--- src/verilog/tilegen_cfg.svh ---
`ifndef TILEGEN_CFG_SVH
`define TILEGEN_CFG_SVH

////////////////////
// raster geometry
////////////////////

// dots per line, visible dots first
`define TG_H_TOTAL        64
`define TG_H_VISIBLE      48
// lines per frame, visible lines first
`define TG_V_TOTAL        40
`define TG_V_VISIBLE      32
// hsync window in dots
`define TG_HSYNC_START    52
`define TG_HSYNC_LEN      4
// vsync covers this whole line
`define TG_VSYNC_LINE     36

////////////////////
// tile map
////////////////////

// map is square, in tiles
`define TG_MAP_TILES      8
// tile edge in pixels
`define TG_TILE_PIX       8

////////////////////
// cpu bus
////////////////////

`define TG_CPU_AW         9
`define TG_CPU_DW         16

// register offsets inside region 0
`define TG_REG_SCROLL_X0  0
`define TG_REG_SCROLL_Y0  1
`define TG_REG_SCROLL_X1  2
`define TG_REG_SCROLL_Y1  3
`define TG_REG_BACK_COLOR 4
`define TG_REG_CONTROL    5

// address bits 8:7 pick the region
`define TG_REGION_REGS    2'd0
`define TG_REGION_LAYER0  2'd1
`define TG_REGION_LAYER1  2'd2

// counters to output dot, in clocks
`define TG_PIPE_LATENCY   5

`endif

--- src/verilog/tilegen_pkg.sv ---
`default_nettype none

package tilegen_pkg;

	////////////////////
	// plain vectors
	////////////////////

	// raster counters
	typedef logic [6:0] hpos_t;
	typedef logic [5:0] vpos_t;
	// scroll offset, the plane is 64 pixels and wraps
	typedef logic [5:0] scroll_t;
	typedef logic [7:0] tile_code_t;
	// palette bank
	typedef logic [4:0] color_t;
	typedef logic [2:0] prio_t;
	// pen 0 is transparent
	typedef logic [2:0] pen_t;
	// final colour index
	typedef logic [7:0] dot_t;
	typedef logic [5:0] map_index_t;
	// tile code above the row inside the tile
	typedef logic [10:0] gfx_addr_t;
	// pixel i in bits 3i+2 down to 3i
	typedef logic [23:0] gfx_row_t;

	////////////////////
	// bundles
	////////////////////

	// sync and blanking that ride with each dot
	typedef struct packed {
		logic active;
		logic hsync;
		logic vsync;
	} raster_tag_t;

	// one map word, same layout as the cpu data word
	typedef struct packed {
		tile_code_t code;
		color_t     color;
		prio_t      prio;
	} tile_entry_t;

	typedef struct packed {
		scroll_t scroll_x;
		scroll_t scroll_y;
		logic    enable;
	} layer_ctrl_t;

	// generator output
	typedef struct packed {
		raster_tag_t tag;
		pen_t        pen;
		color_t      color;
		prio_t       prio;
	} layer_pixel_t;

	// mixer chain pixel
	typedef struct packed {
		raster_tag_t tag;
		dot_t        dot;
		prio_t       prio;
	} mix_pixel_t;

endpackage

`default_nettype wire

--- src/verilog/tile_pixel_mixer.sv ---
`timescale 1ns/1ps
`default_nettype none

module tile_pixel_mixer import tilegen_pkg::*; (
	input  wire          clk_6m,
	input  wire          rst_n,
	input  mix_pixel_t   pixel_in,
	input  layer_pixel_t layer,
	output mix_pixel_t   pixel_out
);

	// layer pixel is opaque
	logic       opaque;
	// layer priority at least the incoming one
	logic       prio_ok;
	logic       layer_wins;
	mix_pixel_t mix_next;

	////////////////////
	// priority test
	////////////////////

	// enable is already folded into the pen
	assign opaque  = (layer.pen != pen_t'(0));
	// ties go to the layer, so later stages win equal priority
	assign prio_ok = (layer.prio >= pixel_in.prio);
	assign layer_wins = opaque && prio_ok;

	////////////////////
	// dot build
	////////////////////

	always_comb begin
		// tag always follows the incoming pixel
		mix_next.tag = pixel_in.tag;
		if (layer_wins) begin
			// palette bank on top, pen below
			mix_next.dot  = {layer.color, layer.pen};
			mix_next.prio = layer.prio;
		end else begin
			mix_next.dot  = pixel_in.dot;
			mix_next.prio = pixel_in.prio;
		end
		// blanking
		if (!pixel_in.tag.active) begin
			mix_next.dot = '0;
		end
	end

	////////////////////
	// output stage
	////////////////////

	always_ff @(posedge clk_6m) begin
		if (!rst_n) begin
			// inactive, no sync
			pixel_out <= '0;
		end else begin
			pixel_out <= mix_next;
		end
	end

endmodule

`default_nettype wire

--- src/verilog/tile_scroll_gen.sv ---
`timescale 1ns/1ps
`default_nettype none

`include "tilegen_cfg.svh"

module tile_scroll_gen import tilegen_pkg::*; (
	input  wire         clk_6m,
	input  wire         rst_n,
	input  hpos_t       hcount,
	input  vpos_t       vcount,
	input  raster_tag_t tag_in,
	input  layer_ctrl_t ctrl,
	input  wire         flip,
	input  wire         map_we,
	input  map_index_t  map_addr,
	input  tile_entry_t map_data,
	output gfx_addr_t   gfx_addr,
	input  gfx_row_t    gfx_data,
	output layer_pixel_t pixel
);

	// tile map, one entry per tile of the square map
	tile_entry_t tile_ram [`TG_MAP_TILES*`TG_MAP_TILES];

	// screen position after flip
	hpos_t       scr_x;
	vpos_t       scr_y;
	// plane position after scroll, wraps at 64
	logic [5:0]  plane_x;
	logic [5:0]  plane_y;
	map_index_t  map_index;

	// stage 1
	raster_tag_t tag_s1;
	tile_entry_t entry_s1;
	logic [2:0]  fine_x_s1;
	logic [2:0]  fine_y_s1;

	// stage 2, gfx_addr is the row address register
	raster_tag_t tag_s2;
	logic [2:0]  col_s2;
	color_t      color_s2;
	prio_t       prio_s2;

	pen_t        pen_sel;

	////////////////////
	// map position
	////////////////////

	always_comb begin
		// flip mirrors the visible window in both axes
		if (flip) begin
			scr_x = hpos_t'(`TG_H_VISIBLE - 1) - hcount;
			scr_y = vpos_t'(`TG_V_VISIBLE - 1) - vcount;
		end else begin
			scr_x = hcount;
			scr_y = vcount;
		end
		plane_x = scr_x[5:0] + ctrl.scroll_x;
		plane_y = scr_y + ctrl.scroll_y;
		// row of tiles then tile in row
		map_index = {plane_y[5:3], plane_x[5:3]};
	end

	////////////////////
	// tile RAM
	////////////////////

	// cpu write port and raster read port, read is registered
	always_ff @(posedge clk_6m) begin
		if (map_we) begin
			tile_ram[map_addr] <= map_data;
		end
		entry_s1 <= tile_ram[map_index];
	end

	////////////////////
	// pipeline
	////////////////////

	// tags are control and clear on reset
	always_ff @(posedge clk_6m) begin
		if (!rst_n) begin
			tag_s1    <= '0;
			tag_s2    <= '0;
			pixel.tag <= '0;
		end else begin
			tag_s1    <= tag_in;
			tag_s2    <= tag_s1;
			pixel.tag <= tag_s2;
		end
	end

	// pen for the column from the row the ROM returns this cycle
	assign pen_sel = gfx_data[col_s2*3 +: 3];

	always_ff @(posedge clk_6m) begin
		// stage 1, pixel inside the tile
		fine_x_s1 <= plane_x[2:0];
		fine_y_s1 <= plane_y[2:0];
		// stage 2, row address and attributes
		gfx_addr  <= {entry_s1.code, fine_y_s1};
		col_s2    <= fine_x_s1;
		color_s2  <= entry_s1.color;
		prio_s2   <= entry_s1.prio;
		// stage 3, a disabled layer shows only pen 0
		pixel.pen   <= ctrl.enable ? pen_sel : pen_t'(0);
		pixel.color <= color_s2;
		pixel.prio  <= prio_s2;
	end

endmodule

`default_nettype wire

--- src/verilog/tilegen_regs.sv ---
`timescale 1ns/1ps
`default_nettype none

`include "tilegen_cfg.svh"

module tilegen_regs import tilegen_pkg::*; (
	input  wire                   clk_6m,
	input  wire                   rst_n,
	input  wire                   cpu_we,
	input  wire [`TG_CPU_AW-1:0]  cpu_addr,
	input  wire [`TG_CPU_DW-1:0]  cpu_data,
	output layer_ctrl_t           layer0_ctrl,
	output layer_ctrl_t           layer1_ctrl,
	output logic                  flip,
	output dot_t                  back_color,
	output logic                  map0_we,
	output logic                  map1_we,
	output map_index_t            map_addr,
	output tile_entry_t           map_data
);

	// top two address bits
	logic [1:0] region;
	// register offset in region 0
	logic [6:0] offset;
	logic       reg_we;

	////////////////////
	// address decode
	////////////////////

	assign region = cpu_addr[`TG_CPU_AW-1 -: 2];
	assign offset = cpu_addr[6:0];
	assign reg_we = cpu_we && (region == `TG_REGION_REGS);

	// map writes go straight to the generators, which own the RAMs
	assign map0_we  = cpu_we && (region == `TG_REGION_LAYER0);
	assign map1_we  = cpu_we && (region == `TG_REGION_LAYER1);
	assign map_addr = cpu_addr[5:0];
	// data word is already in tile entry layout
	assign map_data = cpu_data;

	////////////////////
	// register file
	////////////////////

	always_ff @(posedge clk_6m) begin
		if (!rst_n) begin
			// both layers off, no scroll, black background
			layer0_ctrl <= '0;
			layer1_ctrl <= '0;
			flip        <= 1'b0;
			back_color  <= '0;
		end else if (reg_we) begin
			case (offset)
				`TG_REG_SCROLL_X0: layer0_ctrl.scroll_x <= cpu_data[5:0];
				`TG_REG_SCROLL_Y0: layer0_ctrl.scroll_y <= cpu_data[5:0];
				`TG_REG_SCROLL_X1: layer1_ctrl.scroll_x <= cpu_data[5:0];
				`TG_REG_SCROLL_Y1: layer1_ctrl.scroll_y <= cpu_data[5:0];
				`TG_REG_BACK_COLOR: back_color <= cpu_data[7:0];
				`TG_REG_CONTROL: begin
					// bit 0 flip, bits 1 and 2 layer enables
					flip                <= cpu_data[0];
					layer0_ctrl.enable  <= cpu_data[1];
					layer1_ctrl.enable  <= cpu_data[2];
				end
				// unused offsets are dropped
				default: ;
			endcase
		end
	end

endmodule

`default_nettype wire

--- src/verilog/tilegen_subsystem.sv ---
`timescale 1ns/1ps
`default_nettype none

`include "tilegen_cfg.svh"

module tilegen_subsystem import tilegen_pkg::*; (
	input  wire                  clk_6m,
	input  wire                  rst_n,
	input  wire                  cpu_we,
	input  wire [`TG_CPU_AW-1:0] cpu_addr,
	input  wire [`TG_CPU_DW-1:0] cpu_data,
	output gfx_addr_t            gfx0_addr,
	input  gfx_row_t             gfx0_data,
	output gfx_addr_t            gfx1_addr,
	input  gfx_row_t             gfx1_data,
	output dot_t                 dot,
	output logic                 dot_valid,
	output logic                 hsync,
	output logic                 vsync
);

	// raster
	hpos_t        hcount;
	vpos_t        vcount;
	raster_tag_t  raster_tag;

	// registers
	layer_ctrl_t  layer0_ctrl;
	layer_ctrl_t  layer1_ctrl;
	logic         flip;
	dot_t         back_color;
	logic         map0_we;
	logic         map1_we;
	map_index_t   map_addr;
	tile_entry_t  map_data;

	// layers and mixer chain
	layer_pixel_t layer0_pixel;
	layer_pixel_t layer1_pixel;
	layer_pixel_t layer1_pixel_d;
	mix_pixel_t   back_pixel;
	mix_pixel_t   mix0_pixel;
	mix_pixel_t   mix1_pixel;

	video_timing u_video_timing (
		.clk_6m (clk_6m),
		.rst_n  (rst_n),
		.hcount (hcount),
		.vcount (vcount),
		.tag    (raster_tag)
	);

	tilegen_regs u_tilegen_regs (
		.clk_6m      (clk_6m),
		.rst_n       (rst_n),
		.cpu_we      (cpu_we),
		.cpu_addr    (cpu_addr),
		.cpu_data    (cpu_data),
		.layer0_ctrl (layer0_ctrl),
		.layer1_ctrl (layer1_ctrl),
		.flip        (flip),
		.back_color  (back_color),
		.map0_we     (map0_we),
		.map1_we     (map1_we),
		.map_addr    (map_addr),
		.map_data    (map_data)
	);

	////////////////////
	// tile layers
	////////////////////

	tile_scroll_gen u_layer0_gen (
		.clk_6m (clk_6m), .rst_n (rst_n),
		.hcount (hcount), .vcount (vcount), .tag_in (raster_tag),
		.ctrl (layer0_ctrl), .flip (flip),
		.map_we (map0_we), .map_addr (map_addr), .map_data (map_data),
		.gfx_addr (gfx0_addr), .gfx_data (gfx0_data),
		.pixel (layer0_pixel)
	);

	tile_scroll_gen u_layer1_gen (
		.clk_6m (clk_6m), .rst_n (rst_n),
		.hcount (hcount), .vcount (vcount), .tag_in (raster_tag),
		.ctrl (layer1_ctrl), .flip (flip),
		.map_we (map1_we), .map_addr (map_addr), .map_data (map_data),
		.gfx_addr (gfx1_addr), .gfx_data (gfx1_data),
		.pixel (layer1_pixel)
	);

	// layer 1 meets the chain one mixer later, so it waits one dot
	always_ff @(posedge clk_6m) begin
		if (!rst_n) begin
			layer1_pixel_d <= '0;
		end else begin
			layer1_pixel_d <= layer1_pixel;
		end
	end

	////////////////////
	// priority chain
	////////////////////

	// background at lowest priority, tag taken from layer 0 so it lines up
	assign back_pixel.tag  = layer0_pixel.tag;
	assign back_pixel.dot  = back_color;
	assign back_pixel.prio = '0;

	tile_pixel_mixer u_mixer0 (
		.clk_6m (clk_6m), .rst_n (rst_n),
		.pixel_in (back_pixel), .layer (layer0_pixel),
		.pixel_out (mix0_pixel)
	);

	tile_pixel_mixer u_mixer1 (
		.clk_6m (clk_6m), .rst_n (rst_n),
		.pixel_in (mix0_pixel), .layer (layer1_pixel_d),
		.pixel_out (mix1_pixel)
	);

	// video out
	assign dot       = mix1_pixel.dot;
	assign dot_valid = mix1_pixel.tag.active;
	assign hsync     = mix1_pixel.tag.hsync;
	assign vsync     = mix1_pixel.tag.vsync;

endmodule

`default_nettype wire

--- src/verilog/video_timing.sv ---
`timescale 1ns/1ps
`default_nettype none

`include "tilegen_cfg.svh"

module video_timing import tilegen_pkg::*; (
	input  wire         clk_6m,
	input  wire         rst_n,
	output hpos_t       hcount,
	output vpos_t       vcount,
	output raster_tag_t tag
);

	// next counter values
	hpos_t       h_next;
	vpos_t       v_next;
	// tag decoded from the next position so it lines up with the counters
	raster_tag_t tag_next;

	////////////////////
	// counters
	////////////////////

	always_comb begin
		h_next = hcount + 1'b1;
		v_next = vcount;
		// end of line wraps dot and steps line
		if (hcount == hpos_t'(`TG_H_TOTAL - 1)) begin
			h_next = '0;
			if (vcount == vpos_t'(`TG_V_TOTAL - 1)) begin
				v_next = '0;
			end else begin
				v_next = vcount + 1'b1;
			end
		end
	end

	////////////////////
	// sync decode
	////////////////////

	always_comb begin
		// visible area is the top left corner of the raster
		tag_next.active = (h_next < hpos_t'(`TG_H_VISIBLE)) &&
			(v_next < vpos_t'(`TG_V_VISIBLE));
		// hsync window inside horizontal blank
		tag_next.hsync = (h_next >= hpos_t'(`TG_HSYNC_START)) &&
			(h_next < hpos_t'(`TG_HSYNC_START + `TG_HSYNC_LEN));
		// vsync for one whole line
		tag_next.vsync = (v_next == vpos_t'(`TG_VSYNC_LINE));
	end

	// all outputs leave from flops
	always_ff @(posedge clk_6m) begin
		if (!rst_n) begin
			hcount <= '0;
			vcount <= '0;
			tag    <= '0;
		end else begin
			hcount <= h_next;
			vcount <= v_next;
			tag    <= tag_next;
		end
	end

endmodule

`default_nettype wire
--- config.mk ---
export PLATFORM = sky130hd
export DESIGN_NAME = tilegen_subsystem
export DESIGN_NICKNAME = d
export VERILOG_FILES = /design/src/verilog/tilegen_pkg.sv /design/src/verilog/tile_pixel_mixer.sv /design/src/verilog/tile_scroll_gen.sv /design/src/verilog/tilegen_regs.sv /design/src/verilog/tilegen_subsystem.sv /design/src/verilog/video_timing.sv
export VERILOG_INCLUDE_DIRS = /design/src /design/src/verilog
export SDC_FILE = /design/constraint.sdc
export NUM_CORES = 2
export LEC_CHECK = 0
export BUFFER_PORTS_ARGS = -buffer_cell sky130_fd_sc_hd__buf_2
export CORE_MARGIN = 2
export CORE_UTILIZATION = 40
export DETAILED_ROUTE_END_ITERATION = 10
export PLACE_DENSITY_LB_ADDON = 0.08
export SLEW_MARGIN = 20
export SYNTH_ARGS = -nofsm -noshare
export SYNTH_HDL_FRONTEND = slang
export SYNTH_HIERARCHICAL = 1
export SYNTH_SLANG_ARGS = --single-unit
--- constraint.sdc ---
create_clock -name clk_6m -period 8.92 [get_ports clk_6m]
set_input_delay 1.784 -clock clk_6m [delete_from_list [all_inputs] [get_ports clk_6m]]
set_output_delay 1.784 -clock clk_6m [all_outputs]
set_load 0.005 [all_outputs]
==> results by group <==
Placed design
  – Port Buf Inserts: 108
  – Post-DP HPWL: 146 mm
  – Final Wtd Congestion: 0.818

Clock network
  – CTS root buf: clkbuf_16
  – Hold_buf cts: 0
  – CTS Sinks: 2254
  – Setup bufs post-CTS: 0
  – Max H-tree Level: 4
  – CTS resizes: 0
  – CTS clk-pin slew, worst paths: 0.06 ns
  – CTS buffer count: 235
  – CTS max path bufs: 3
  – Worst-Skew Late Latency: 0.88 ns
  – CTS tree: yes

Critical path
  – Critical path class: register to register
  – CP Capture Type: register
  – Critical Path AT: 6.93 ns
  – Startpoint Class: register
  – CP delay by family, top: simple AND/OR/NAND/NOR gates
  – Critical path buffers and inverters: 1
  – Slowest CP cell: dfxtp_1
  – Critical path, cell by cell: xor2_1, ha_1, a211o_1, nand2_1, a221oi_1, or2_2, buf_4, nand3_1, o2bb2ai_1, or4_1, nor3_1
  – Worst EP required: 9.67 ns
  – Critical Path Max Stage Delay: 1.01 ns
  – Critical-path maximum fanout: 27

Power
  – Max VDD drop: 0.175 mV
  – Pwr dens: 217 nW/um^2
  – Lkg Pwr: 32.9 nW

Logic synthesis
  – Synth warnings: 6
  – Syn_area_per_cell: 19.1 um^2
  – Syn Inst Count: 4594
  – Synth Cell Area: 87600 um^2

Floorplanning
  – Initial Utilization: 0.403
  – I/O Pins: 109
  – Die height: 472 um
  – Num rows: 171
  – Core area: 217000 um^2
  – Die width: 472 um
  – Die area: 223000 um^2

GRT
  – Number of global-route vias before repair: 44.9k
  – Busiest grt layer: met2
  – Initial antenna violation count: 18
  – Met2 Use GR: 0.337
  – Total Routing Usage GR: 0.220
  – Largest net degree at the start of global routing: 119
  – Grt met1 use: 0.329
  – GRT met3 Usage: 0.0356
  – First-pass GRT wire length: 349 mm
  – GRT overflow: 0

STA
  – Setup TNS: 0 ns
  – Final setup viols: 0
  – Minimum clock period after layout: 6.17 ns
  – Clk_skew: 0.0365 ns
  – Slew HR: 0.236
  – Actual slew at the worst max-slew pin: 1.14 ns
  – RSZ-0062 raised after global routing: false
  – Slew Limit Fails: 0
  – Final critical-path share of the clock period: 0.692
  – Max Clk Rate: 162 MHz
  – Min Hold Slack: 0.313 ns
  – Final hold viol count: 0

Drt
  – Detailed Route Iter0 Violations: 4588
  – Total number of vias: 45.3k
  – Vias per cell: 5.70
  – DR WL/cell: 31.1 um
  – Final ANT Viol Nets: 0
  – DR DRC count: 0
  – Wirelength, routed: 247 mm
  – TritonRoute pass-1 iters: 6

Run
  – Max cap viols: 0

Final layout
  – Commonest non-fill, non-tap cell in the layout: edfxtp_1
  – Number of nets in the layout: 4987
  – Final core utilization: 0.459
  – Number of fill cells: 18.5k
  – Layout area overhead: 13.9%
  – Commonest cells after routing, fill and taps aside: edfxtp_1 (2048), mux4_2 (420), nand2_1 (373), clkbuf_16 (243), dfxtp_1 (206)
  – Share of layout cells above drive strength 1: 0.234

Run status
  – Status: finished, final reports clean

Min path
  – Tightest Hold Check Type: register to register
[report_power, final]
group	switching (mW)	internal [mW]	leakage, nW
sequential	0.0165	11.5	20.1
clock	4.06	5.60	3.75
combinational	0.299	0.0855	9.10
total	4.37	17.2	32.9
[sequential cells by signal, summed over array words and instances (netlist names), 5 cells and up]
register	count
u_tilegen_regs/back_color	8
u_layer0_gen/pixel	14
u_layer0_gen/gfx_addr	11
u_video_timing/vcount	6
u_layer1_gen/color_s2	5
u_mixer1/pixel_out	11
u_layer1_gen/pixel	11
u_mixer0/pixel_out	14
u_video_timing/hcount	7
layer1_pixel_d	11
u_layer0_gen/tile_ram	1024
u_tilegen_regs/layer0_ctrl	13
u_layer1_gen/entry_s1	16
u_layer1_gen/tile_ram	1024
u_layer0_gen/entry_s1	16
u_tilegen_regs/layer1_ctrl	13
u_layer0_gen/color_s2	5
u_layer1_gen/gfx_addr	11
[worst reg2reg max path: cells and delay by family (launching register included)]
kind / cells / cell delay (ns)
adders and majority gates: 1 / 0.37
buffers and inverters: 1 / 0.63
and+or+nand+nor: 5 / 2.19
xor gates and xnor gates: 1 / 0.20
DFF: 1 / 1.01
AOI/OAI and AO/OA: 3 / 1.67
[routing by layer]
layer | up-vias | routed length, um
met4 | 6 | 5220
li1 | 19102 | -
met3 | 317 | 15300
met5 | - | 46
met1 | 24392 | 113000
met2 | 1452 | 113000
[area by class of cell]
cell class                      instances  area (um^2)  area share
Timing Repair Buffer                  302         2150      0.0216
Sequential cell                      2254        65600       0.658
Clock buffer                          328         6610      0.0663
Tap cell                             2854         3570      0.0358
Multi-Input combinational cell       2061        20600       0.207
Antenna cell                           11         27.5    0.000276
Inverter                               24         90.1    0.000903
Clock inverter                        114          998      0.0100
[final timing paths]
path	endpoint	depth (start not counted)	slack [ns]	from
worst max-delay path	u_layer0_gen/entry_s1[1]	11	2.75	u_tilegen_regs/flip
worst min register to register	u_layer1_gen/gfx_addr[4]	0	0.31	u_layer1_gen/entry_s1[9]
worst max register to register	u_layer0_gen/entry_s1[1]	11	2.75	u_tilegen_regs/flip
worst min-delay path	u_layer1_gen/gfx_addr[4]	0	0.31	u_layer1_gen/entry_s1[9]
[metrics by stage]
step	instances	area, um^2	worst slack, ns	power [mW]
global route	7940	99700	2.53	22.2
detailed placement	7494	92000	2.77	12.2
floorplan	4599	87600	4.97	12.0
global placement	7493	91900	2.56	12.2
CTS	7936	99600	2.79	21.8
finish	7948	99700	2.75	21.6
Note: power is estimated with default switching activity, not from simulation.
